[src/verilog/axi_mem_pkg.sv]
package axi_mem_pkg;

    // ==================================================
    // bus widths
    // ==================================================
    typedef logic [31:0] addr_t;
    typedef logic [63:0] data_t;
    typedef logic [7:0]  strb_t;
    typedef logic [3:0]  id_t;
    typedef logic [1:0]  resp_t;

    localparam int WORD_BYTES = $bits(data_t) / 8;
    localparam int BYTE_SHIFT = $clog2(WORD_BYTES);

    localparam resp_t RESP_OKAY   = 2'b00;
    localparam resp_t RESP_DECERR = 2'b11;

    // shared by the read and the write channel
    typedef enum logic [1:0] {
        CH_IDLE,
        CH_ACCESS,
        CH_RESP
    } chan_state_e;

    // ==================================================
    // channel payloads
    // ==================================================
    typedef struct packed {
        addr_t addr;
        id_t   id;
    } ar_req_t;

    typedef struct packed {
        data_t data;
        id_t   id;
        resp_t resp;
        logic  last;
    } r_rsp_t;

    typedef struct packed {
        addr_t addr;
        id_t   id;
    } aw_req_t;

    typedef struct packed {
        data_t data;
        strb_t strb;
    } w_req_t;

    typedef struct packed {
        id_t   id;
        resp_t resp;
    } b_rsp_t;

    // word index, not a byte address
    typedef struct packed {
        addr_t index;
        data_t data;
        strb_t strb;
    } mem_wr_t;

    // span is the window size in bytes, so base + span may wrap
    function automatic logic in_window(addr_t addr, addr_t base, addr_t span);
        addr_t offset;
        offset = addr - base;
        return (addr >= base) && (offset < span);
    endfunction

    function automatic addr_t word_index(addr_t addr, addr_t base);
        return (addr - base) >> BYTE_SHIFT;
    endfunction

endpackage

[src/verilog/axi_read_port.sv]
module axi_read_port #(
    parameter int unsigned        MEM_DEPTH = 256,
    parameter axi_mem_pkg::addr_t BASE_ADDR = 32'h8000_0000
) (
    input  logic                 clk,
    input  logic                 rst,

    input  axi_mem_pkg::ar_req_t ar,
    input  logic                 ar_valid,
    output logic                 ar_ready,

    output axi_mem_pkg::r_rsp_t  r,
    output logic                 r_valid,
    input  logic                 r_ready,

    output logic                 rd_en,
    output axi_mem_pkg::addr_t   rd_index,
    input  axi_mem_pkg::data_t   rd_data
);

    import axi_mem_pkg::*;

    localparam addr_t WIN_SPAN = addr_t'(MEM_DEPTH * WORD_BYTES);

    chan_state_e state;
    chan_state_e state_nxt;
    ar_req_t     ar_q;
    logic        in_range;
    logic        ar_fire;

    assign ar_ready = (state == CH_IDLE);
    assign r_valid  = (state == CH_RESP);
    assign ar_fire  = ar_valid && ar_ready;

    // ==================================================
    // state machine
    // ==================================================
    always_comb begin
        state_nxt = state;
        case (state)
            CH_IDLE: begin
                if (ar_fire) begin
                    state_nxt = CH_ACCESS;
                end
            end
            // array access always takes one cycle
            CH_ACCESS: state_nxt = CH_RESP;
            CH_RESP: begin
                if (r_ready) begin
                    state_nxt = CH_IDLE;
                end
            end
            default: state_nxt = CH_IDLE;
        endcase
    end

    always_ff @(posedge clk) begin
        if (rst) begin
            state <= CH_IDLE;
        end else begin
            state <= state_nxt;
        end
    end

    always_ff @(posedge clk) begin
        if (ar_fire) begin
            ar_q <= ar;
        end
    end

    // ==================================================
    // decode and response
    // ==================================================
    assign in_range = in_window(ar_q.addr, BASE_ADDR, WIN_SPAN);
    assign rd_index = word_index(ar_q.addr, BASE_ADDR);
    assign rd_en    = (state == CH_ACCESS) && in_range;

    // rd_data holds until the next rd_en, which cannot come before r_ready
    always_comb begin
        r.data = in_range ? rd_data : '0;
        r.id   = ar_q.id;
        r.resp = in_range ? RESP_OKAY : RESP_DECERR;
        r.last = 1'b1;
    end

    a_r_stable : assert property (
        @(posedge clk) disable iff (rst)
        (r_valid && !r_ready) |=> (r_valid && $stable(r))
    ) else $error("read response changed while waiting for r_ready");

    a_rd_en_after_ar : assert property (
        @(posedge clk) disable iff (rst)
        rd_en |-> $past(ar_fire)
    ) else $error("rd_en not in the cycle right after an AR handshake");

endmodule

[config.mk]
export PLATFORM = sky130hd
export DESIGN_NAME = axi_read_port
export DESIGN_NICKNAME = d
export VERILOG_FILES = /design/src/verilog/axi_mem_pkg.sv /design/src/verilog/axi_read_port.sv
export SDC_FILE = /design/constraint.sdc
export NUM_CORES = 1
export LEC_CHECK = 0
export BUFFER_PORTS_ARGS = -buffer_cell sky130_fd_sc_hd__buf_2
export CAP_MARGIN = 20
export CORE_MARGIN = 3
export CORE_UTILIZATION = 35
export CTS_CLUSTER_SIZE = 25
export DETAILED_ROUTE_END_ITERATION = 12
export GPL_TIMING_DRIVEN = 0
export PLACE_DENSITY = 0.85
export SLEW_MARGIN = 40
export SYNTH_ARGS = -nofsm -noshare
export SYNTH_HDL_FRONTEND = slang
export SYNTH_SLANG_ARGS = --single-unit
[constraint.sdc]
create_clock -name clk -period 1.77 [get_ports clk]
set_clock_uncertainty 0.05 [all_clocks]
set_input_delay 0.354 -clock clk [delete_from_list [all_inputs] [get_ports clk]]
set_output_delay 0.354 -clock clk [all_outputs]
set_load 0.05 [all_outputs]
==> results.rst, run 1 <==
.. list-table::
   :header-rows: 1

   * - Metric
     - Value
   * - Initial cell density of the core
     - 0.368
   * - Count of synthesis-stage warnings from yosys
     - 0
   * - H-Tree Level Count
     - 2
   * - CTS tree
     - built
   * - Largest net degree at the start of global routing
     - 35
   * - Total power per unit cell area
     - 439 mW/mm²
   * - Final count of negative-setup-slack endpoints
     - 67
   * - Synth Flop Type
     - sky130_fd_sc_hd__edfxtp_1
   * - Post-Synthesis Mean Instance Area
     - 9.87 µm²
   * - #FFs+latches synth
     - 35
   * - Initial antenna violation count
     - 0
   * - Proportion of layout cells with a drive suffix above 1
     - 0.778
   * - Via density per instance
     - 4.79
   * - Post-layout nets
     - 568
   * - Buffer type at the clock tree root
     - sky130_fd_sc_hd__clkbuf_8
   * - Overall die width
     - 88.6 µm
   * - Highest attainable clock frequency
     - 420 MHz
   * - Kind of end point of the critical path
     - output port
   * - Aggregate global-route resource usage
     - 0.218
   * - Via count of the first global-routing pass
     - 2,610
   * - DRC
     - 0
   * - Count of vias placed by the detailed router
     - 2,595
   * - Area of the mapped netlist
     - 0.00239 mm²
   * - Sum of overflow across all layers after global routing
     - 0
   * - Most repeated cell in the gate-level netlist after synthesis
     - sky130_fd_sc_hd__nand2_1
   * - Required time of the critical path
     - 1.37 ns
   * - Number of filler instances in the final layout
     - 392
   * - Path type of the worst min-delay path
     - in -> reg
   * - Die Outline Area
     - 0.00785 mm²
   * - Final Core Density
     - 0.754
   * - Ranking of synthesized cells by instance count
     - sky130_fd_sc_hd__nand2_1, sky130_fd_sc_hd__nor3_2, sky130_fd_sc_hd__buf_4
   * - Initial DRC Count
     - 47
   * - I/O pin total
     - 210
   * - Share of the clock period used by the worst path
     - 1.34
   * - Maximum clock insertion buffer count
     - 2
   * - Die height
     - 88.6 µm
   * - Type of element launching the critical path
     - flip-flop
   * - Cell type with the highest aggregate area in the netlist
     - sky130_fd_sc_hd__edfxtp_1
   * - First-pass GRT wire length
     - 13,000 µm
   * - Arrival time reported for the critical path endpoint
     - 1.98 ns
   * - Worst voltage drop across the vdd grid
     - 0.758 mV
   * - Number of pins exceeding their max-slew limit in the final report
     - 0
   * - Type of the setup path with the least slack
     - reg -> out
   * - Register area share after synthesis
     - 0.432
   * - Total area of multi-input combinational cells
     - 0.00156 mm²
   * - Post-layout minimum cycle time
     - 2.38 ns
   * - Count of standard-cell rows
     - 29
   * - Placement Setup Slack
     - -0.581 ns
   * - Max capacitance violation total
     - 0
   * - Core Area
     - 0.00649 mm²
   * - Count of different cell masters after synthesis
     - 22
   * - Post-CTS clock slew at the launch and capture registers of the worst setup and hold paths
     - 0.07 ns
   * - Post-route ant nets
     - 0
   * - WL/cell
     - 16.7 µm
   * - Violated checks
     - negative setup slack
   * - Area contributors post-synth
     - sky130_fd_sc_hd__edfxtp_1, sky130_fd_sc_hd__nor3_2, sky130_fd_sc_hd__buf_4
   * - Area added between synthesis and finish
     - 105%
   * - DP Wirelength
     - 6320 µm
   * - Run status
     - finished with violations
   * - Post-Layout Cell Count
     - 542
   * - Count of inserted antenna diode cells
     - 0
   * - Synth async-reset ratio
     - 0
   * - Worst hold margin
     - 0.187 ns
   * - Final wirelength
     - 9050 µm
   * - Static Leak
     - 2.94 nW
   * - First drt pass iteration count
     - 4
   * - Sinks on the clock net
     - 35
   * - Peak fanout along the critical path
     - 10
   * - Count of buffers inserted at the top-level ports
     - 202
   * - Skew-Pair Late Insertion Delay
     - 0.28 ns
   * - Total count of hold-check failures in the final report
     - 0
   * - Unrepaired setup endpoints after global routing
     - true
   * - Post-placement cell count
     - 523
   * - Final Wtd Congestion
     - 0.839
   * - Instance count of the mapped netlist
     - 242
   * - Proportion of netlist area held by the largest area contributor
     - 0.415
   * - Post-route worst setup slack
     - -0.611 ns
   * - Cts-stage hold buffer count
     - 0
   * - TritonCTS buffer count
     - 5
   * - EDFF count, synth
     - 33
   * - Area occupied by registers
     - 0.00103 mm²
==> placed cells by master (no fill, tap or decap), drive strengths merged <==
| cell | netlist | routed |
|---|---|---|
| nor3 | 65 | 65 |
| nor2 | 2 | 2 |
| clkinv | 0 | 2 |
| buf | 56 | 268 |
| nand3 | 1 | 1 |
| dfxtp | 2 | 2 |
| and2 | 1 | 1 |
| nand2 | 65 | 65 |
| nor4 | 4 | 4 |
| bufbuf | 0 | 1 |
| nor2b | 2 | 2 |
| or3 | 1 | 1 |
| nand2b | 2 | 2 |
| conb | 2 | 4 |
| nor4b | 1 | 1 |
| clkbuf | 2 | 8 |
| inv | 2 | 2 |
| a21oi | 1 | 1 |
| edfxtp | 33 | 33 |
==> through the flow <==
step	instance area (µm²)	total power [mW]	setup TNS (ns)
detailed placement	4100	1.57	-34.37
CTS	4830	2.16	-38.64
global placement	4100	1.56	-30.68
finish	4890	2.15	-37.96
floorplan	2990	1.39	-16.04
global route	4890	2.24	-43.97
==> critical path, cell delays in order (launching register included) <==
cell and delay, ns:
sky130_fd_sc_hd__edfxtp_1 0.43, sky130_fd_sc_hd__nor4_4 0.35, sky130_fd_sc_hd__nand3_2 0.16, sky130_fd_sc_hd__buf_12 0.19
sky130_fd_sc_hd__buf_12 0.16, sky130_fd_sc_hd__nor3_4 0.21, sky130_fd_sc_hd__buf_6 0.19
==> power by group <==
group          internal, mW  switching [mW]  leakage [nW]
sequential            0.974          0.0334         0.332
clock                 0.275           0.274        0.0428
combinational         0.217           0.373          2.56
total                  1.47           0.681          2.94
==> layer usage <==
layer | vias up | global-route usage | wire length, µm
met2 | 155 | 0.414 | 5030
met3 | 30 | 0.0568 | 759
li1 | 1228 | - | -
met4 | 0 | 0.0783 | 308
met5 | - | 0 | 0
met1 | 1182 | 0.229 | 2960
==> what timing repair did <==
action                     4_1_cts  5_1_grt
pin swaps                        7        6
gates cloned                     3        0
gates resized for setup        165       15
setup endpoints to repair       67       67
setup buffers                    7        1
==> final cells by class <==
class / count / share of cell area
Inverter: 2 / 0.00153
Buffer: 58 / 0.114
Tap cell: 77 / 0.0197
Timing Repair Buffer: 213 / 0.319
Sequential cell: 35 / 0.211
Clock inverter: 2 / 0.00256
Multi-Input combinational cell: 149 / 0.318
Clock buffer: 6 / 0.0148
==> final timing paths <==
kind / endpoint / cells after the start / slack, ns / from
worst max register to register: ar_q[10]$_DFFE_PP_ / 2 / 0.50 / state[1]$_SDFFE_PP0P_
worst max-delay path: r[37] / 6 / -0.61 / ar_q[27]$_DFFE_PP_
worst min register to register: state[1]$_SDFFE_PP0P_ / 2 / 0.54 / state[0]$_SDFFE_PP0P_
worst min-delay path: state[1]$_SDFFE_PP0P_ / 2 / 0.19 / rst
==> flip-flops by register name (all words and copies together) (netlist names) <==
name,count
r,4
state,2
ar_q,29
==> kinds of logic (layout without fill, tap and decap cells) <==
family                 after synthesis  in the layout  share of synthesized area
AND/OR/NAND/NOR                    144            144                      0.383
buffers and inverters               60            281                      0.180
flip-flops                          35             35                      0.432
other                                2              4                    0.00314
AO/OA/AOI/OAI                        1              1                    0.00209
(Power assumes the default switching activity.)
==> run 2: changes to the inputs <==
Settings changed: CTS_BUF_LIST set to sky130_fd_sc_hd__clkbuf_4 sky130_fd_sc_hd__clkbuf_8.
==> results.rst, run 2 (synthesis results as in run 1) <==
.. list-table::
   :header-rows: 1

   * - Metric
     - Value
   * - Post-route ant nets
     - 0 (unchanged)
   * - Total power per unit cell area
     - 441 mW/mm² (was 439 mW/mm²)
   * - Count of vias placed by the detailed router
     - 2,625 (was 2,595)
   * - Number of flip-flops in the largest register
     - 29 (unchanged)
   * - Post-CTS clock slew at the launch and capture registers of the worst setup and hold paths
     - 0.07 ns (about the same)
   * - Highest Signal Layer
     - met4 (unchanged)
   * - Count of standard-cell rows
     - 29 (unchanged)
   * - Die height
     - 88.6 µm (unchanged)
   * - Final Wtd Congestion
     - 0.839 (unchanged)
   * - WL/cell
     - 16.5 µm (was 16.7 µm)
   * - DRC
     - 0 (unchanged)
   * - Count of inserted antenna diode cells
     - 0 (unchanged)
   * - Peak fanout along the critical path
     - 10 (unchanged)
   * - Slowest Stage Delay on Critical Path
     - 0.43 ns (about the same)
   * - Post-layout minimum cycle time
     - 2.40 ns (was 2.38 ns)
   * - Number of filler instances in the final layout
     - 380 (was 392)
   * - Initial DRC Count
     - 53 (was 47)
   * - Ordered cell list for the critical path
     - nor4b_4 -> buf_4 -> buf_6 -> buf_6 -> nand2_1 -> nor3_4 -> buf_6 (was nor4_4 -> nand3_2 -> buf_12 -> buf_12 -> nor3_4 -> buf_6)
   * - Type of the setup path with the least slack
     - reg -> out (unchanged)
   * - Via count of the first global-routing pass
     - 2,600 (was 2,610)
   * - Portion of total power attributed to the clock network
     - 0.261 (was 0.256)
   * - Kind of end point of the critical path
     - output port (unchanged)
   * - First-pass GRT wire length
     - 12,900 µm (was 13,000 µm)
   * - I/O pin total
     - 210 (unchanged)
   * - Sum of overflow across all layers after global routing
     - 0 (unchanged)
   * - Commonest non-fill, non-tap cell in the layout
     - sky130_fd_sc_hd__buf_2 (unchanged)
   * - Post-layout nets
     - 569 (was 568)
   * - Proportion of layout cells with a drive suffix above 1
     - 0.790 (was 0.778)
   * - Cell internal pwr
     - 1.48 mW (was 1.47 mW)
   * - Post-route worst setup slack
     - -0.625 ns (was -0.611 ns)
   * - Initial cell density of the core
     - 0.368 (unchanged)
   * - Highest attainable clock frequency
     - 418 MHz (was 420 MHz)
   * - Largest net degree at the start of global routing
     - 35 (unchanged)
   * - Via density per instance
     - 4.83 (was 4.79)
   * - Unrepaired setup endpoints after global routing
     - true (unchanged)
   * - Register name with the most flops
     - ar_q (unchanged)
   * - Net switching power figure
     - 684 µW (was 681 µW)
   * - Max capacitance violation total
     - 0 (unchanged)
   * - Area added between synthesis and finish
     - 106% (was 105%)
   * - Area occupied by registers
     - 0.00103 mm² (unchanged)
   * - Skew-Pair Late Insertion Delay
     - 0.28 ns (about the same)
   * - Met3 wire len
     - 767 µm (was 759 µm)
   * - Cts-stage hold buffer count
     - 0 (unchanged)
   * - Type of element launching the critical path
     - flip-flop (unchanged)
   * - CTS tree
     - built (unchanged)
   * - Initial antenna violation count
     - 0 (unchanged)
   * - Sequential cell fraction of total power
     - 0.466 (was 0.469)
   * - Worst Reg2Reg Path Length in Cells
     - 2 (unchanged)
   * - Aggregate global-route resource usage
     - 0.216 (was 0.218)
   * - Arrival time reported for the critical path endpoint
     - 1.99 ns (was 1.98 ns)
   * - Final count of negative-setup-slack endpoints
     - 67 (unchanged)
   * - Static Leak
     - 2.94 nW (about the same)
   * - Required time of the critical path
     - 1.37 ns (about the same)
   * - Total count of hold-check failures in the final report
     - 0 (unchanged)
   * - Cell at the slowest stage of the critical path
     - sky130_fd_sc_hd__edfxtp_1 (unchanged)
   * - Count of buffers inserted at the top-level ports
     - 202 (unchanged)
   * - Buffer type at the clock tree root
     - sky130_fd_sc_hd__clkbuf_8 (unchanged)
   * - CP dominant cell by count
     - sky130_fd_sc_hd__buf_6 (was sky130_fd_sc_hd__buf_12)
   * - Share of the clock period used by the worst path
     - 1.35 (was 1.34)
   * - Core Area
     - 0.00649 mm² (unchanged)
   * - H-Tree Level Count
     - 2 (unchanged)
   * - Path type of the worst min-delay path
     - in -> reg (unchanged)
   * - Total negative slack
     - -37.36 ns (was -37.96 ns)
   * - Worst Hold Depth
     - 1 (was 2)
   * - Violated checks
     - negative setup slack (unchanged)
   * - Total area of multi-input combinational cells
     - 0.00157 mm² (was 0.00156 mm²)
   * - Routed wire length on met2
     - 4990 µm (was 5030 µm)
   * - Maximum clock insertion buffer count
     - 2 (unchanged)
   * - First drt pass iteration count
     - 4 (unchanged)
   * - Overall die width
     - 88.6 µm (unchanged)
   * - Combinational fraction of design power
     - 0.273 (was 0.275)
   * - Switching share of power
     - 0.315 (was 0.317)
   * - Number of pins exceeding their max-slew limit in the final report
     - 0 (unchanged)
   * - Die Outline Area
     - 0.00785 mm² (unchanged)
   * - DP Wirelength
     - 6320 µm (unchanged)
   * - Run status
     - finished with violations (unchanged)
   * - Most frequent cells in the layout
     - sky130_fd_sc_hd__buf_2, sky130_fd_sc_hd__buf_6, sky130_fd_sc_hd__nor3_4 (unchanged)
   * - Worst voltage drop across the vdd grid
     - 0.762 mV (was 0.758 mV)
   * - Routed length on met1
     - 2930 µm (was 2960 µm)
   * - Sinks on the clock net
     - 35 (unchanged)
   * - TritonCTS buffer count
     - 5 (unchanged)
   * - Final Core Density
     - 0.756 (was 0.754)
   * - Final wirelength
     - 8940 µm (was 9050 µm)
==> run 2: changes by cell type in the layout (fill, tap and decap cells not counted), sizes merged <==
cell | before | now
buf | 268 | 269
==> run 2: worst max-delay path: cells and delay by family (launching register included) <==
kind | cells | cell delay, ns
buffers and inverters | 4 | 0.62
DFF | 1 | 0.43
and+or+nand+nor | 3 | 0.64
==> run 2: stage by stage <==
stage | cells | instance area (µm²) | worst slack, ns | hold slack [ns] | power, mW
2_1_floorplan | 244 | 2990 | -0.263 | 0.373 | 1.39
5_1_grt | 543 | 4910 | -0.743 | 0.173 | 2.26
4_1_cts | 541 | 4840 | -0.616 | 0.182 | 2.17
6_report | 543 | 4910 | -0.625 | 0.190 | 2.17
3_3_place_gp | 523 | 4100 | -0.524 | 0.479 | 1.56
3_5_place_dp | 523 | 4100 | -0.581 | 0.482 | 1.57
==> run 2: path summary, 6_finish.rpt <==
kind / endpoint / slack (ns) / startpoint
worst min-delay path: r[6]$_DFFE_PP_ / 0.19 / ar[3]
worst max register to register: ar_q[20]$_DFFE_PP_ / 0.50 / state[1]$_SDFFE_PP0P_
worst max-delay path: r[67] / -0.63 / ar_q[31]$_DFFE_PP_
worst min register to register: state[1]$_SDFFE_PP0P_ / 0.54 / state[0]$_SDFFE_PP0P_
==> run 2: repair_timing <==
item / 4_1_cts / 5_1_grt
resized for setup: 168 / 14
endpoints found under the setup margin: 67 / 67
buffers inserted: 7 / 2
pin swaps: 7 / 6
hold endpoints to repair: 0 / 0
cloned: 3 / 0
==> run 2: area by class of cell <==
type,count,share of cell area
repair buffers,214,0.318
clock inverters,2,0.00255
inverters,2,0.00153
clock buffers,6,0.0155
flip-flops and latches,35,0.210
plain buffers,58,0.114
multi-input cells,149,0.319
well taps,77,0.0196
==> run 2: power by group through the flow <==
stage | sequential, mW | combinational, mW | clock (mW)
5_1_grt | 1.02 | 0.623 | 0.619
3_3_place_gp | 1.01 | 0.551 | 0
2_1_floorplan | 1.01 | 0.377 | 0
6_report | 1.01 | 0.593 | 0.565
3_5_place_dp | 1.02 | 0.558 | 0
4_1_cts | 1.01 | 0.586 | 0.575
==> run 2: per-layer routing <==
| layer | track usage | vias to the layer above |
|---|---|---|
| met4 | 0.0783 | 0 |
| met1 | 0.230 | 1211 |
| met2 | 0.410 | 154 |
| met3 | 0.0549 | 26 |
| met5 | 0 | - |
| li1 | - | 1234 |
