**config.mk**
```make
export PLATFORM = sky130hd
export DESIGN_NAME = axi_write_port
export DESIGN_NICKNAME = d
export VERILOG_FILES = /design/src/verilog/axi_mem_pkg.sv /design/src/verilog/axi_write_port.sv
export SDC_FILE = /design/constraint.sdc
export NUM_CORES = 1
export LEC_CHECK = 0
export ABC_AREA = 0
export BUFFER_PORTS_ARGS = -buffer_cell sky130_fd_sc_hd__clkbuf_2
export CAP_MARGIN = 15
export CORE_UTILIZATION = 45
export CTS_CLUSTER_SIZE = 14
export DETAILED_ROUTE_END_ITERATION = 16
export PLACE_DENSITY_LB_ADDON = 0.08
export SETUP_SLACK_MARGIN = 0.3
export SKIP_LAST_GASP = 1
export SLEW_MARGIN = 20
export SYNTH_ARGS = -nofsm -noshare
export SYNTH_HDL_FRONTEND = slang
export SYNTH_SLANG_ARGS = --single-unit
```
**constraint.sdc**
```tcl
create_clock -name clk -period 7.2 [get_ports clk]
set_input_delay 0.72 -clock clk [delete_from_list [all_inputs] [get_ports clk]]
set_output_delay 0.72 -clock clk [all_outputs]
set_load 0.01 [all_outputs]
```
**src/verilog/axi_mem_pkg.sv**
```systemverilog
package axi_mem_pkg;

    // ==================================================
    // bus widths
    // ==================================================
    typedef logic [31:0] addr_t;
    typedef logic [63:0] data_t;
    typedef logic [7:0]  strb_t;
    typedef logic [3:0]  id_t;
    typedef logic [1:0]  resp_t;

    localparam int WORD_BYTES = $bits(data_t) / 8;
    localparam int BYTE_SHIFT = $clog2(WORD_BYTES);

    localparam resp_t RESP_OKAY   = 2'b00;
    localparam resp_t RESP_DECERR = 2'b11;

    // shared by the read and the write channel
    typedef enum logic [1:0] {
        CH_IDLE,
        CH_ACCESS,
        CH_RESP
    } chan_state_e;

    // ==================================================
    // channel payloads
    // ==================================================
    typedef struct packed {
        addr_t addr;
        id_t   id;
    } ar_req_t;

    typedef struct packed {
        data_t data;
        id_t   id;
        resp_t resp;
        logic  last;
    } r_rsp_t;

    typedef struct packed {
        addr_t addr;
        id_t   id;
    } aw_req_t;

    typedef struct packed {
        data_t data;
        strb_t strb;
    } w_req_t;

    typedef struct packed {
        id_t   id;
        resp_t resp;
    } b_rsp_t;

    // word index, not a byte address
    typedef struct packed {
        addr_t index;
        data_t data;
        strb_t strb;
    } mem_wr_t;

    // span is the window size in bytes, so base + span may wrap
    function automatic logic in_window(addr_t addr, addr_t base, addr_t span);
        addr_t offset;
        offset = addr - base;
        return (addr >= base) && (offset < span);
    endfunction

    function automatic addr_t word_index(addr_t addr, addr_t base);
        return (addr - base) >> BYTE_SHIFT;
    endfunction

endpackage

```
**src/verilog/axi_write_port.sv**
```systemverilog
module axi_write_port #(
    parameter int unsigned        MEM_DEPTH = 256,
    parameter axi_mem_pkg::addr_t BASE_ADDR = 32'h8000_0000
) (
    input  logic                 clk,
    input  logic                 rst,

    input  axi_mem_pkg::aw_req_t aw,
    input  logic                 aw_valid,
    output logic                 aw_ready,

    input  axi_mem_pkg::w_req_t  w,
    input  logic                 w_valid,
    output logic                 w_ready,

    output axi_mem_pkg::b_rsp_t  b,
    output logic                 b_valid,
    input  logic                 b_ready,

    output logic                 wr_en,
    output axi_mem_pkg::mem_wr_t wr
);

    import axi_mem_pkg::*;

    localparam addr_t WIN_SPAN = addr_t'(MEM_DEPTH * WORD_BYTES);

    chan_state_e state;
    chan_state_e state_nxt;
    aw_req_t     aw_q;
    w_req_t      w_q;
    logic        in_range;
    logic        wr_fire;

    // address and data are taken together, never one alone
    assign aw_ready = (state == CH_IDLE);
    assign w_ready  = (state == CH_IDLE);
    assign b_valid  = (state == CH_RESP);
    assign wr_fire  = aw_valid && w_valid && (state == CH_IDLE);

    // ==================================================
    // state machine
    // ==================================================
    always_comb begin
        state_nxt = state;
        case (state)
            CH_IDLE: begin
                if (wr_fire) begin
                    state_nxt = CH_ACCESS;
                end
            end
            CH_ACCESS: state_nxt = CH_RESP;
            CH_RESP: begin
                if (b_ready) begin
                    state_nxt = CH_IDLE;
                end
            end
            default: state_nxt = CH_IDLE;
        endcase
    end

    always_ff @(posedge clk) begin
        if (rst) begin
            state <= CH_IDLE;
        end else begin
            state <= state_nxt;
        end
    end

    // payload capture
    always_ff @(posedge clk) begin
        if (wr_fire) begin
            aw_q <= aw;
            w_q  <= w;
        end
    end

    // ==================================================
    // decode, array write, response
    // ==================================================
    assign in_range = in_window(aw_q.addr, BASE_ADDR, WIN_SPAN);

    // out of window writes never reach the array
    assign wr_en = (state == CH_ACCESS) && in_range;

    always_comb begin
        wr.index = word_index(aw_q.addr, BASE_ADDR);
        wr.data  = w_q.data;
        wr.strb  = w_q.strb;
    end

    // write id, not the read id
    always_comb begin
        b.id   = aw_q.id;
        b.resp = in_range ? RESP_OKAY : RESP_DECERR;
    end

    a_b_hold : assert property (
        @(posedge clk) disable iff (rst)
        (b_valid && !b_ready) |=> (b_valid && $stable(b))
    ) else $error("b_valid dropped or b changed before b_ready");

endmodule

```
==> impl_metrics.env, run 1 <==
export IMPL_synth_mux_area_share_pct=0
export IMPL_final_area_um2=4806
export IMPL_worstPathMaxFanout=2
export IMPL_endpoint_kind="output pin"
export IMPL_drt_iter0_drc=65
export IMPL_power_density_nw_per_um2=255.8
export IMPL_setup_violations=0
export IMPL_synth_compound_area_share_pct=0.1392
export IMPL_cts_max_level=3
export IMPL_tightest_slew_ns=0.7033
export IMPL_hold_viol=0
export IMPL_highest_layer="met4"
export IMPL_ant_nets=0
export IMPL_seqCellArea_um2=3193
export IMPL_die_h_um=91.38
export IMPL_syn_to_final_growth_pct=33.69
export IMPL_antenna_found_initial=0
export IMPL_slew_violations=0
export IMPL_drt_wl_total_um=6584
export IMPL_cpMostUsedCell="or4_4"
export IMPL_place_area_um2=4566
export IMPL_final_common_cell="clkbuf_2"
export IMPL_port_buffers=220
export IMPL_synth_area_um2=3595
export IMPL_slew_limit_headroom_pct=53.12
export IMPL_io_pins=227
export IMPL_via_per_inst=4.413
export IMPL_cts_sinks=107
export IMPL_synth_simple_area_share_pct=3.098
export IMPL_dr_wl_met2_um=3474
export IMPL_first_global_vias=1891
export IMPL_critPathMaxStageDelay_ns=0.55
export IMPL_drc=0
export IMPL_synth_top_family_by_area="buffers and inverters"
export IMPL_r2r_slack_ns=4.95
export IMPL_start_util_pct=46.52
export IMPL_pre_cts_slack_ns=4.668
export IMPL_clkTransAtPathRegs_ns=0.10
export IMPL_crit_buf_inv=1
export IMPL_cp_top_family="simple AND/OR/NAND/NOR gates"
export IMPL_multi_input_area_um2=132.6
export IMPL_critPathSlowestCell="or4_4"
export IMPL_final_layout_size_suffix_gt1_share_pct=65.75
export IMPL_setup_tns_ns=0
export IMPL_final_nets=473
export IMPL_ys_ff_latch=107
export IMPL_cts_buffers=9
export IMPL_ctsHoldBuffers=0
export IMPL_required_ns=6.48
export IMPL_core_area_um2=7727
export IMPL_skew_ns=0.01326
export IMPL_leakage_nw=2.074
export IMPL_place_congestion=0.7229
export IMPL_m1WireLength_um=2248
export IMPL_gr_total_overflow=0
export IMPL_holdWs_ns=0.5089
export IMPL_rsz0062_at_grt="false"
export IMPL_start_kind="register"
export IMPL_cts_tree="built"
export IMPL_rows=32
export IMPL_post_synth_num_cell_types=15
export IMPL_fin_crit_ns=2.759
export IMPL_cts_setup_buffers=0
export IMPL_finalWorstSetupSlack_ns=4.441
export IMPL_diodes=0
export IMPL_critPathArrivalTime_ns=2.04
export IMPL_holdPathStages=2
export IMPL_clock_path_buffers=2
export IMPL_path_depth=4
export IMPL_cap_violations=0
export IMPL_finalCritPeriodShare_pct=38.31
export IMPL_cp_cell_sequence="or4_4, or4_4, nor3_2, clkbuf_2"
export IMPL_vias=2061
export IMPL_final_cell_mix="220 x clkbuf_2, 105 x edfxtp_1, 9 x clkbuf_8"
export IMPL_synth_xor_area_share_pct=0
export IMPL_max_freq_ghz=0.3625
export IMPL_drt_pass1_iter_count=4
export IMPL_status="finished clean"
export IMPL_grt_max_degree=58
export IMPL_synth_area_per_cell_um2=22.05
export IMPL_grt_pass1_wl_um=9397
export IMPL_wl_met3_um=727
export IMPL_synthCells=163
export IMPL_root_buffer="clkbuf_8"
export IMPL_synthAdderAreaFrac_pct=0
export IMPL_wl_per_cell_um=14.10
export IMPL_ff2ff_path_depth=3
export IMPL_criticalPathCategory="reg2out"
export IMPL_clkLatencyLatePin_ns=0.35
export IMPL_die_area_um2=8349
export IMPL_peakVddDrop_v=0.0001965
export IMPL_fillers=605
export IMPL_ys_seq_area_share_pct=88.83
export IMPL_min_path_type="reg2reg"
export IMPL_grtUsageTotal_pct=15.63
export IMPL_post_cts_resized=0
export IMPL_die_x_um=91.38
export IMPL_synth_warnings=0
worst reg2reg max path, cell delays in order, from the launching register on:
cell	delay (ns)
dfxtp_1	0.33
nor2_1	0.17
and3_4	0.62
buf_4	0.72
synth_stat cells (all sizes together):
| cell | instances | share of area, % |
|---|---|---|
| edfxtp | 105 | 88 |
| buf | 37 | 7.7 |
| nand2b | 3 | 0.52 |
| nor4 | 3 | 0.52 |
| dfxtp | 2 | 1.1 |
| nor2 | 2 | 0.21 |
| nor2b | 2 | 0.35 |
| or4 | 2 | 0.63 |
| a21oi | 1 | 0.14 |
| and3 | 1 | 0.17 |
| conb | 1 | 0.10 |
| inv | 1 | 0.10 |
| nand4 | 1 | 0.17 |
| nor3 | 1 | 0.28 |
| nor4b | 1 | 0.24 |
logic make-up after synthesis:
family / Yosys count
flops: 107
simple gates: 16
buf+inv: 38
other cells: 1
compound gates: 1
sequential cells by signal, indices dropped and copies added (netlist names):
| register | flops |
|---|---|
| aw_q | 29 |
| b | 4 |
| state | 2 |
| wr | 72 |
metrics by stage:
step	utilization, %	power [mW]	std cells
2_1_floorplan	-	0.7801	165
5_1_grt	62.19	1.272	467
4_1_cts	62.19	1.243	467
6_report	62.19	1.229	467
3_5_place_dp	59.08	0.8242	451
3_3_place_gp	59.08	0.8219	451
where the power goes:
part           internal, mW  switching (mW)
Clock                 0.230           0.191
Combinational        0.0384          0.0448
Sequential            0.717         0.00780
Total                 0.986           0.244
final cells by class:
| cell class | count | area share, % |
|---|---|---|
| flip-flops and latches | 107 | 66.44 |
| clock inverters | 7 | 2.421 |
| well taps | 102 | 2.656 |
| multi-input cells | 20 | 2.760 |
| repair buffers | 221 | 23.07 |
| inverters | 1 | 0.07810 |
| clock buffers | 9 | 2.577 |
final timing paths:
| kind | from | end |
|---|---|---|
| worst max register to register | state[1] | wr[8] |
| worst min-delay path | state[0] | state[1] |
| worst min register to register | state[0] | state[1] |
| worst max-delay path | aw_q[29] | wr_en |
layer usage:
layer	global-route usage (%)	up-vias
li1	-	970
met3	7.454	13
met4	6.746	0
met1	16.01	951
met2	27.15	127
met5	0	-
(Power assumes the default switching activity.)
==> run 2, diff against run 1 <==
--- a/config.mk
+++ b/config.mk
@@ -8,7 +8,7 @@
 export ABC_AREA = 0
 export BUFFER_PORTS_ARGS = -buffer_cell sky130_fd_sc_hd__clkbuf_2
 export CAP_MARGIN = 15
-export CORE_UTILIZATION = 45
+export CORE_UTILIZATION = 42
 export CTS_CLUSTER_SIZE = 14
 export DETAILED_ROUTE_END_ITERATION = 16
 export PLACE_DENSITY_LB_ADDON = 0.08
==> constraint.sdc (replaced) <==
create_clock -name clk -period 2.85 [get_ports clk]
set_input_delay 0.285 -clock clk [delete_from_list [all_inputs] [get_ports clk]]
set_output_delay 0.285 -clock clk [all_outputs]
set_load 0.01 [all_outputs]
==> run 2 against run 1 <==
- count of clock-buffer cells in the layout grew 2
- sequential power grew to 2.5 times the previous value
- largest cell class unchanged
- clock skew shrank 0.0043 ns
- setup slack lost 3.9 ns
- worst hold slack lost 0.41 ns
- global-route usage shrank 0.96 points
- first-iteration DRC count grew 31%
- combinational power grew to 2.6 times the previous value
- core utilization shrank 4.8 points
- clock power grew 85%
==> impl_metrics.env, run 2 (same netlist as run 1, synthesis figures left out) <==
export IMPL_worstPathMaxFanout=2
export IMPL_final_common_cell="clkbuf_2"
export IMPL_leakage_nw=2.032
export IMPL_cap_violations=0
export IMPL_criticalPathCategory="reg2out"
export IMPL_cts_buffers=9
export IMPL_syn_to_final_growth_pct=31.92
export IMPL_power_density_nw_per_um2=595.4
export IMPL_fin_crit_ns=2.330
export IMPL_clkTransAtPathRegs_ns=0.09
export IMPL_cts_sinks=107
export IMPL_r2r_start="state[1]"
export IMPL_power_switching_mw=0.5995
export IMPL_diodes=0
export IMPL_ff2ff_path_depth=3
export IMPL_antenna_found_initial=0
export IMPL_slew_violations=0
export IMPL_critPathArrivalTime_ns=2.04
export IMPL_ctsHoldBuffers=0
export IMPL_comb_power_share_pct=7.6
export IMPL_holdPathStages=2
export IMPL_clkPwrFrac_pct=27.6
export IMPL_finalCritPeriodShare_pct=81.75
export IMPL_min_path_type="in2reg"
export IMPL_timing_rr_end="aw_q[29]"
export IMPL_first_global_vias=1955
export IMPL_switching_share_pct=21.23
export IMPL_final_nets=473
export IMPL_drc=0
export IMPL_peakVddDrop_v=0.0003160
export IMPL_die_h_um=94.52
export IMPL_core_area_um2=8258
export IMPL_place_congestion=0.6652
export IMPL_rows=33
export IMPL_die_x_um=94.52
export IMPL_drt_wl_total_um=6822
export IMPL_drt_pass1_iter_count=4
export IMPL_gr_total_overflow=0
export IMPL_wl_per_cell_um=14.55
export IMPL_min_from="rst"
export IMPL_grt_pass1_wl_um=9390
export IMPL_clkLatencyLatePin_ns=0.35
export IMPL_grtUsageTotal_pct=14.67
export IMPL_cts_setup_buffers=0
export IMPL_fin_cells=469
export IMPL_root_buffer="clkbuf_8"
export IMPL_skew_ns=0.008967
export IMPL_rsz0062_at_grt="false"
export IMPL_cts_max_level=3
export IMPL_setup_tns_ns=0
export IMPL_hold_viol=0
export IMPL_dp_cells=454
export IMPL_tightest_slew_ns=0.5618
export IMPL_pwr_share_seq_pct=64.8
export IMPL_intPower_mw=2.224
export IMPL_required_ns=2.57
export IMPL_min_to="state[1]"
export IMPL_r2r_slack_ns=1.00
export IMPL_vias=2085
export IMPL_setup_violations=0
export IMPL_dp_hpwl_um=5312
export IMPL_start_kind="register"
export IMPL_die_area_um2=8933
export IMPL_largest_register_ffs=72
export IMPL_cts_tree="built"
export IMPL_final_layout_size_suffix_gt1_share_pct=65.38
export IMPL_clock_path_buffers=2
export IMPL_status="finished clean"
export IMPL_ant_nets=0
export IMPL_post_cts_resized=0
export IMPL_drt_iter0_drc=85
export IMPL_final_cell_mix="220 x clkbuf_2, 105 x edfxtp_1, 9 x clkbuf_8"
export IMPL_grt_max_degree=68
export IMPL_port_buffers=220
export IMPL_endpoint_kind="output pin"
export IMPL_slew_limit_headroom_pct=62.55
export IMPL_max_freq_ghz=0.4292
export IMPL_start_util_pct=43.53
export IMPL_via_per_inst=4.446
export IMPL_io_pins=227
[run 2: how the worst max path moves through the flow]
stage / startpoint / to / slack (ns) / depth (start not counted)
2_1_floorplan: state[1] / aw_q[10] / 0.49 / 2
3_3_place_gp: aw_q[29] / wr_en / 0.91 / 4
3_5_place_dp: aw_q[29] / wr_en / 0.87 / 4
4_1_cts: aw_q[29] / wr_en / 0.47 / 4
5_1_grt: aw_q[29] / wr_en / 0.42 / 4
6_report: aw_q[29] / wr_en / 0.52 / 4
[run 2: worst max-delay path, stage by stage (launching register included)]
cell,delay (ns)
edfxtp_1,0.40
or4_4,0.55
or4_4,0.49
nor3_2,0.11
clkbuf_2,0.15
[run 2: cell type report]
cell class | instances | area, um^2
fillers | 691 | 3516
well taps | 105 | 131.4
multi-input cells | 20 | 132.6
clock buffers | 11 | 131.4
repair buffers | 221 | 1121
inverters | 1 | 3.754
clock inverters | 4 | 28.78
flip-flops and latches | 107 | 3193
[run 2: power groups by stage]
stage	clock [mW]	sequential (mW)	combinational [mW]
3_3_place_gp	0	1.86	0.216
6_report	0.779	1.83	0.214
5_1_grt	0.848	1.84	0.234
4_1_cts	0.808	1.83	0.218
2_1_floorplan	0	1.89	0.0729
3_5_place_dp	0	1.87	0.218
[run 2: per-stage QoR]
stage	hold slack, ns	area [um^2]	util [%]	total power [mW]	worst slack, ns
floorplan	0.3541	3603	-	1.966	0.4889
global placement	0.4623	4582	55.48	2.081	0.9091
detailed placement	0.4636	4582	55.48	2.085	0.8708
CTS	0.07514	4742	57.42	2.858	0.4750
global route	0.07715	4742	57.42	2.920	0.4229
finish	0.09734	4742	57.42	2.823	0.5202
[run 2: routing by layer]
layer / track usage, % / wire length [um] / up-vias / part of all wire, %
li1: - / - / 965 / -
met5: 0 / 0 / - / 0
met3: 8.454 / 966 / 9 / 14
met2: 25.66 / 3489 / 134 / 51
met1: 13.70 / 2272 / 977 / 33
met4: 6.818 / 94 / 0 / 1.4
==> run 3, diff against run 2 <==
==> constraint.sdc (replaced) <==
create_clock -name clk -period 2.4 [get_ports clk]
set_input_delay 0.24 -clock clk [delete_from_list [all_inputs] [get_ports clk]]
set_output_delay 0.24 -clock clk [all_outputs]
set_load 0.01 [all_outputs]
==> run 3 against run 2 <==
- sequential cell count is the same
- global-route usage grew 0.57 points
- final area grew 1.7%
- core utilization grew 0.97 points
- worst hold slack lost 0.041 ns
- die area is the same
- sequential share of layout area shrank 1.1 points
- non-clock buffer count grew 3
- setup slack lost 0.32 ns
- clock power grew 44%
- critical path type unchanged
==> impl_metrics.env, run 3 (same netlist as run 1, synthesis figures left out) <==
export IMPL_ant_nets=0
export IMPL_root_buffer="clkbuf_8"
export IMPL_r2r_slack_ns=0.80
export IMPL_min_to="aw_q[10]"
export IMPL_die_area_um2=8933
export IMPL_grtUsageTotal_pct=15.24
export IMPL_final_cell_mix="219 x clkbuf_2, 105 x edfxtp_1, 9 x clkbuf_8"
export IMPL_gr_total_overflow=0
export IMPL_rsz0062_at_grt="true"
export IMPL_grt_max_degree=45
export IMPL_cap_violations=0
export IMPL_postLayoutCoreUtil_pct=58.39
export IMPL_crit_buf_inv=1
export IMPL_switching_share_pct=19.77
export IMPL_cpMostUsedCell="or4_4"
export IMPL_antenna_found_initial=0
export IMPL_cts_tree="built"
export IMPL_via_per_inst=4.417
export IMPL_diodes=0
export IMPL_ff2ff_path_depth=3
export IMPL_die_x_um=94.52
export IMPL_holdWs_ns=0.05665
export IMPL_dp_hpwl_um=5425
export IMPL_timing_rr_end="aw_q[25]"
export IMPL_skew_ns=0.006643
export IMPL_final_nets=476
export IMPL_core_area_um2=8258
export IMPL_cp_top_family="simple AND/OR/NAND/NOR gates"
export IMPL_final_layout_size_suffix_gt1_share_pct=65.67
export IMPL_clkLatencyLatePin_ns=0.35
export IMPL_worstPathMaxFanout=2
export IMPL_start_util_pct=43.53
export IMPL_slew_violations=0
export IMPL_drt_pass1_iter_count=4
export IMPL_status="finished clean"
export IMPL_vias=2085
export IMPL_wl_per_cell_um=14.64
export IMPL_critPathArrivalTime_ns=1.96
export IMPL_criticalPathCategory="reg2out"
export IMPL_cp_cell_sequence="or4_4, or4_4, nor3_2, buf_2"
export IMPL_peakVddDrop_v=0.0004121
export IMPL_largest_register_ffs=72
export IMPL_first_global_vias=2022
export IMPL_comb_power_share_pct=7.3
export IMPL_min_from="aw[10]"
export IMPL_drt_iter0_drc=63
export IMPL_max_freq_ghz=0.4552
export IMPL_die_h_um=94.52
export IMPL_rows=33
export IMPL_required_ns=2.16
export IMPL_hold_viol=0
export IMPL_leakage_nw=2.080
export IMPL_clkPwrFrac_pct=31.6
export IMPL_port_buffers=220
export IMPL_endpoint_kind="output pin"
export IMPL_power_density_nw_per_um2=737.7
export IMPL_intPower_mw=2.854
export IMPL_critPathSlowestCell="or4_4"
export IMPL_cts_sinks=107
export IMPL_r2r_start="state[1]"
export IMPL_min_path_type="in2reg"
export IMPL_final_common_cell="clkbuf_2"
export IMPL_holdPathStages=1
export IMPL_pwr_share_seq_pct=61.1
export IMPL_grt_pass1_wl_um=9632
export IMPL_cts_buffers=9
export IMPL_syn_to_final_growth_pct=34.15
export IMPL_clkTransAtPathRegs_ns=0.09
export IMPL_cts_max_level=3
export IMPL_setup_tns_ns=0
export IMPL_power_switching_mw=0.7032
export IMPL_finalCritPeriodShare_pct=91.53
export IMPL_drt_wl_total_um=6908
export IMPL_io_pins=227
export IMPL_clock_path_buffers=2
export IMPL_start_kind="register"
export IMPL_fin_crit_ns=2.197
export IMPL_place_congestion=0.6838
export IMPL_drc=0
export IMPL_setup_violations=0
export IMPL_critPathMaxStageDelay_ns=0.55
-- run 3: metrics by stage --
stage,std cells,worst slack (ns),instance area (um^2),power [mW]
floorplan,165,0.5409,3607,2.334
global placement,455,0.5050,4602,2.475
detailed placement,455,0.4627,4602,2.483
CTS,471,0.1131,4815,3.606
global route,472,0.1147,4822,3.696
finish,472,0.2033,4822,3.558
-- run 3: area by class of cell --
type                    instances  area, um^2
clock buffers                  10       127.6
clock inverters                 5       77.57
fillers                       679        3436
inverters                       1       3.754
multi-input cells              20       132.6
flip-flops and latches        107        3193
well taps                     105       131.4
repair buffers                224        1156
-- run 3: power by group through the flow --
stage	Clock (mW)	Sequential, mW	Combinational, mW
detailed placement	0	2.22	0.265
floorplan	0	2.25	0.0874
global placement	0	2.21	0.261
finish	1.12	2.17	0.261
global route	1.23	2.18	0.287
CTS	1.16	2.18	0.267
-- run 3: timing repair --
action | CTS | global route
gates resized for setup | 0 | 1
pin swaps | 3 | 2
buffers inserted | 1 | 1
setup endpoints to repair | 1 | 3
hold buffers | 0 | 0
-- run 3: worst max-delay path by stage --
stage	from	endpoint	slack (ns)	cells after the start
2_1_floorplan	state[1]	aw_q[10]	0.54	2
3_3_place_gp	aw_q[29]	wr_en	0.50	4
3_5_place_dp	aw_q[29]	wr_en	0.46	4
4_1_cts	aw_q[34]	wr_en	0.11	4
5_1_grt	aw_q[27]	wr_en	0.11	4
6_report	aw_q[27]	wr_en	0.20	4
-- run 3: routing by layer --
layer	track usage, %	wire, um	vias to the layer above
met5	0	0	-
met4	9.091	209	0
met2	26.75	3517	134
met1	14.69	2356	960
met3	6.683	823	16
li1	-	-	975
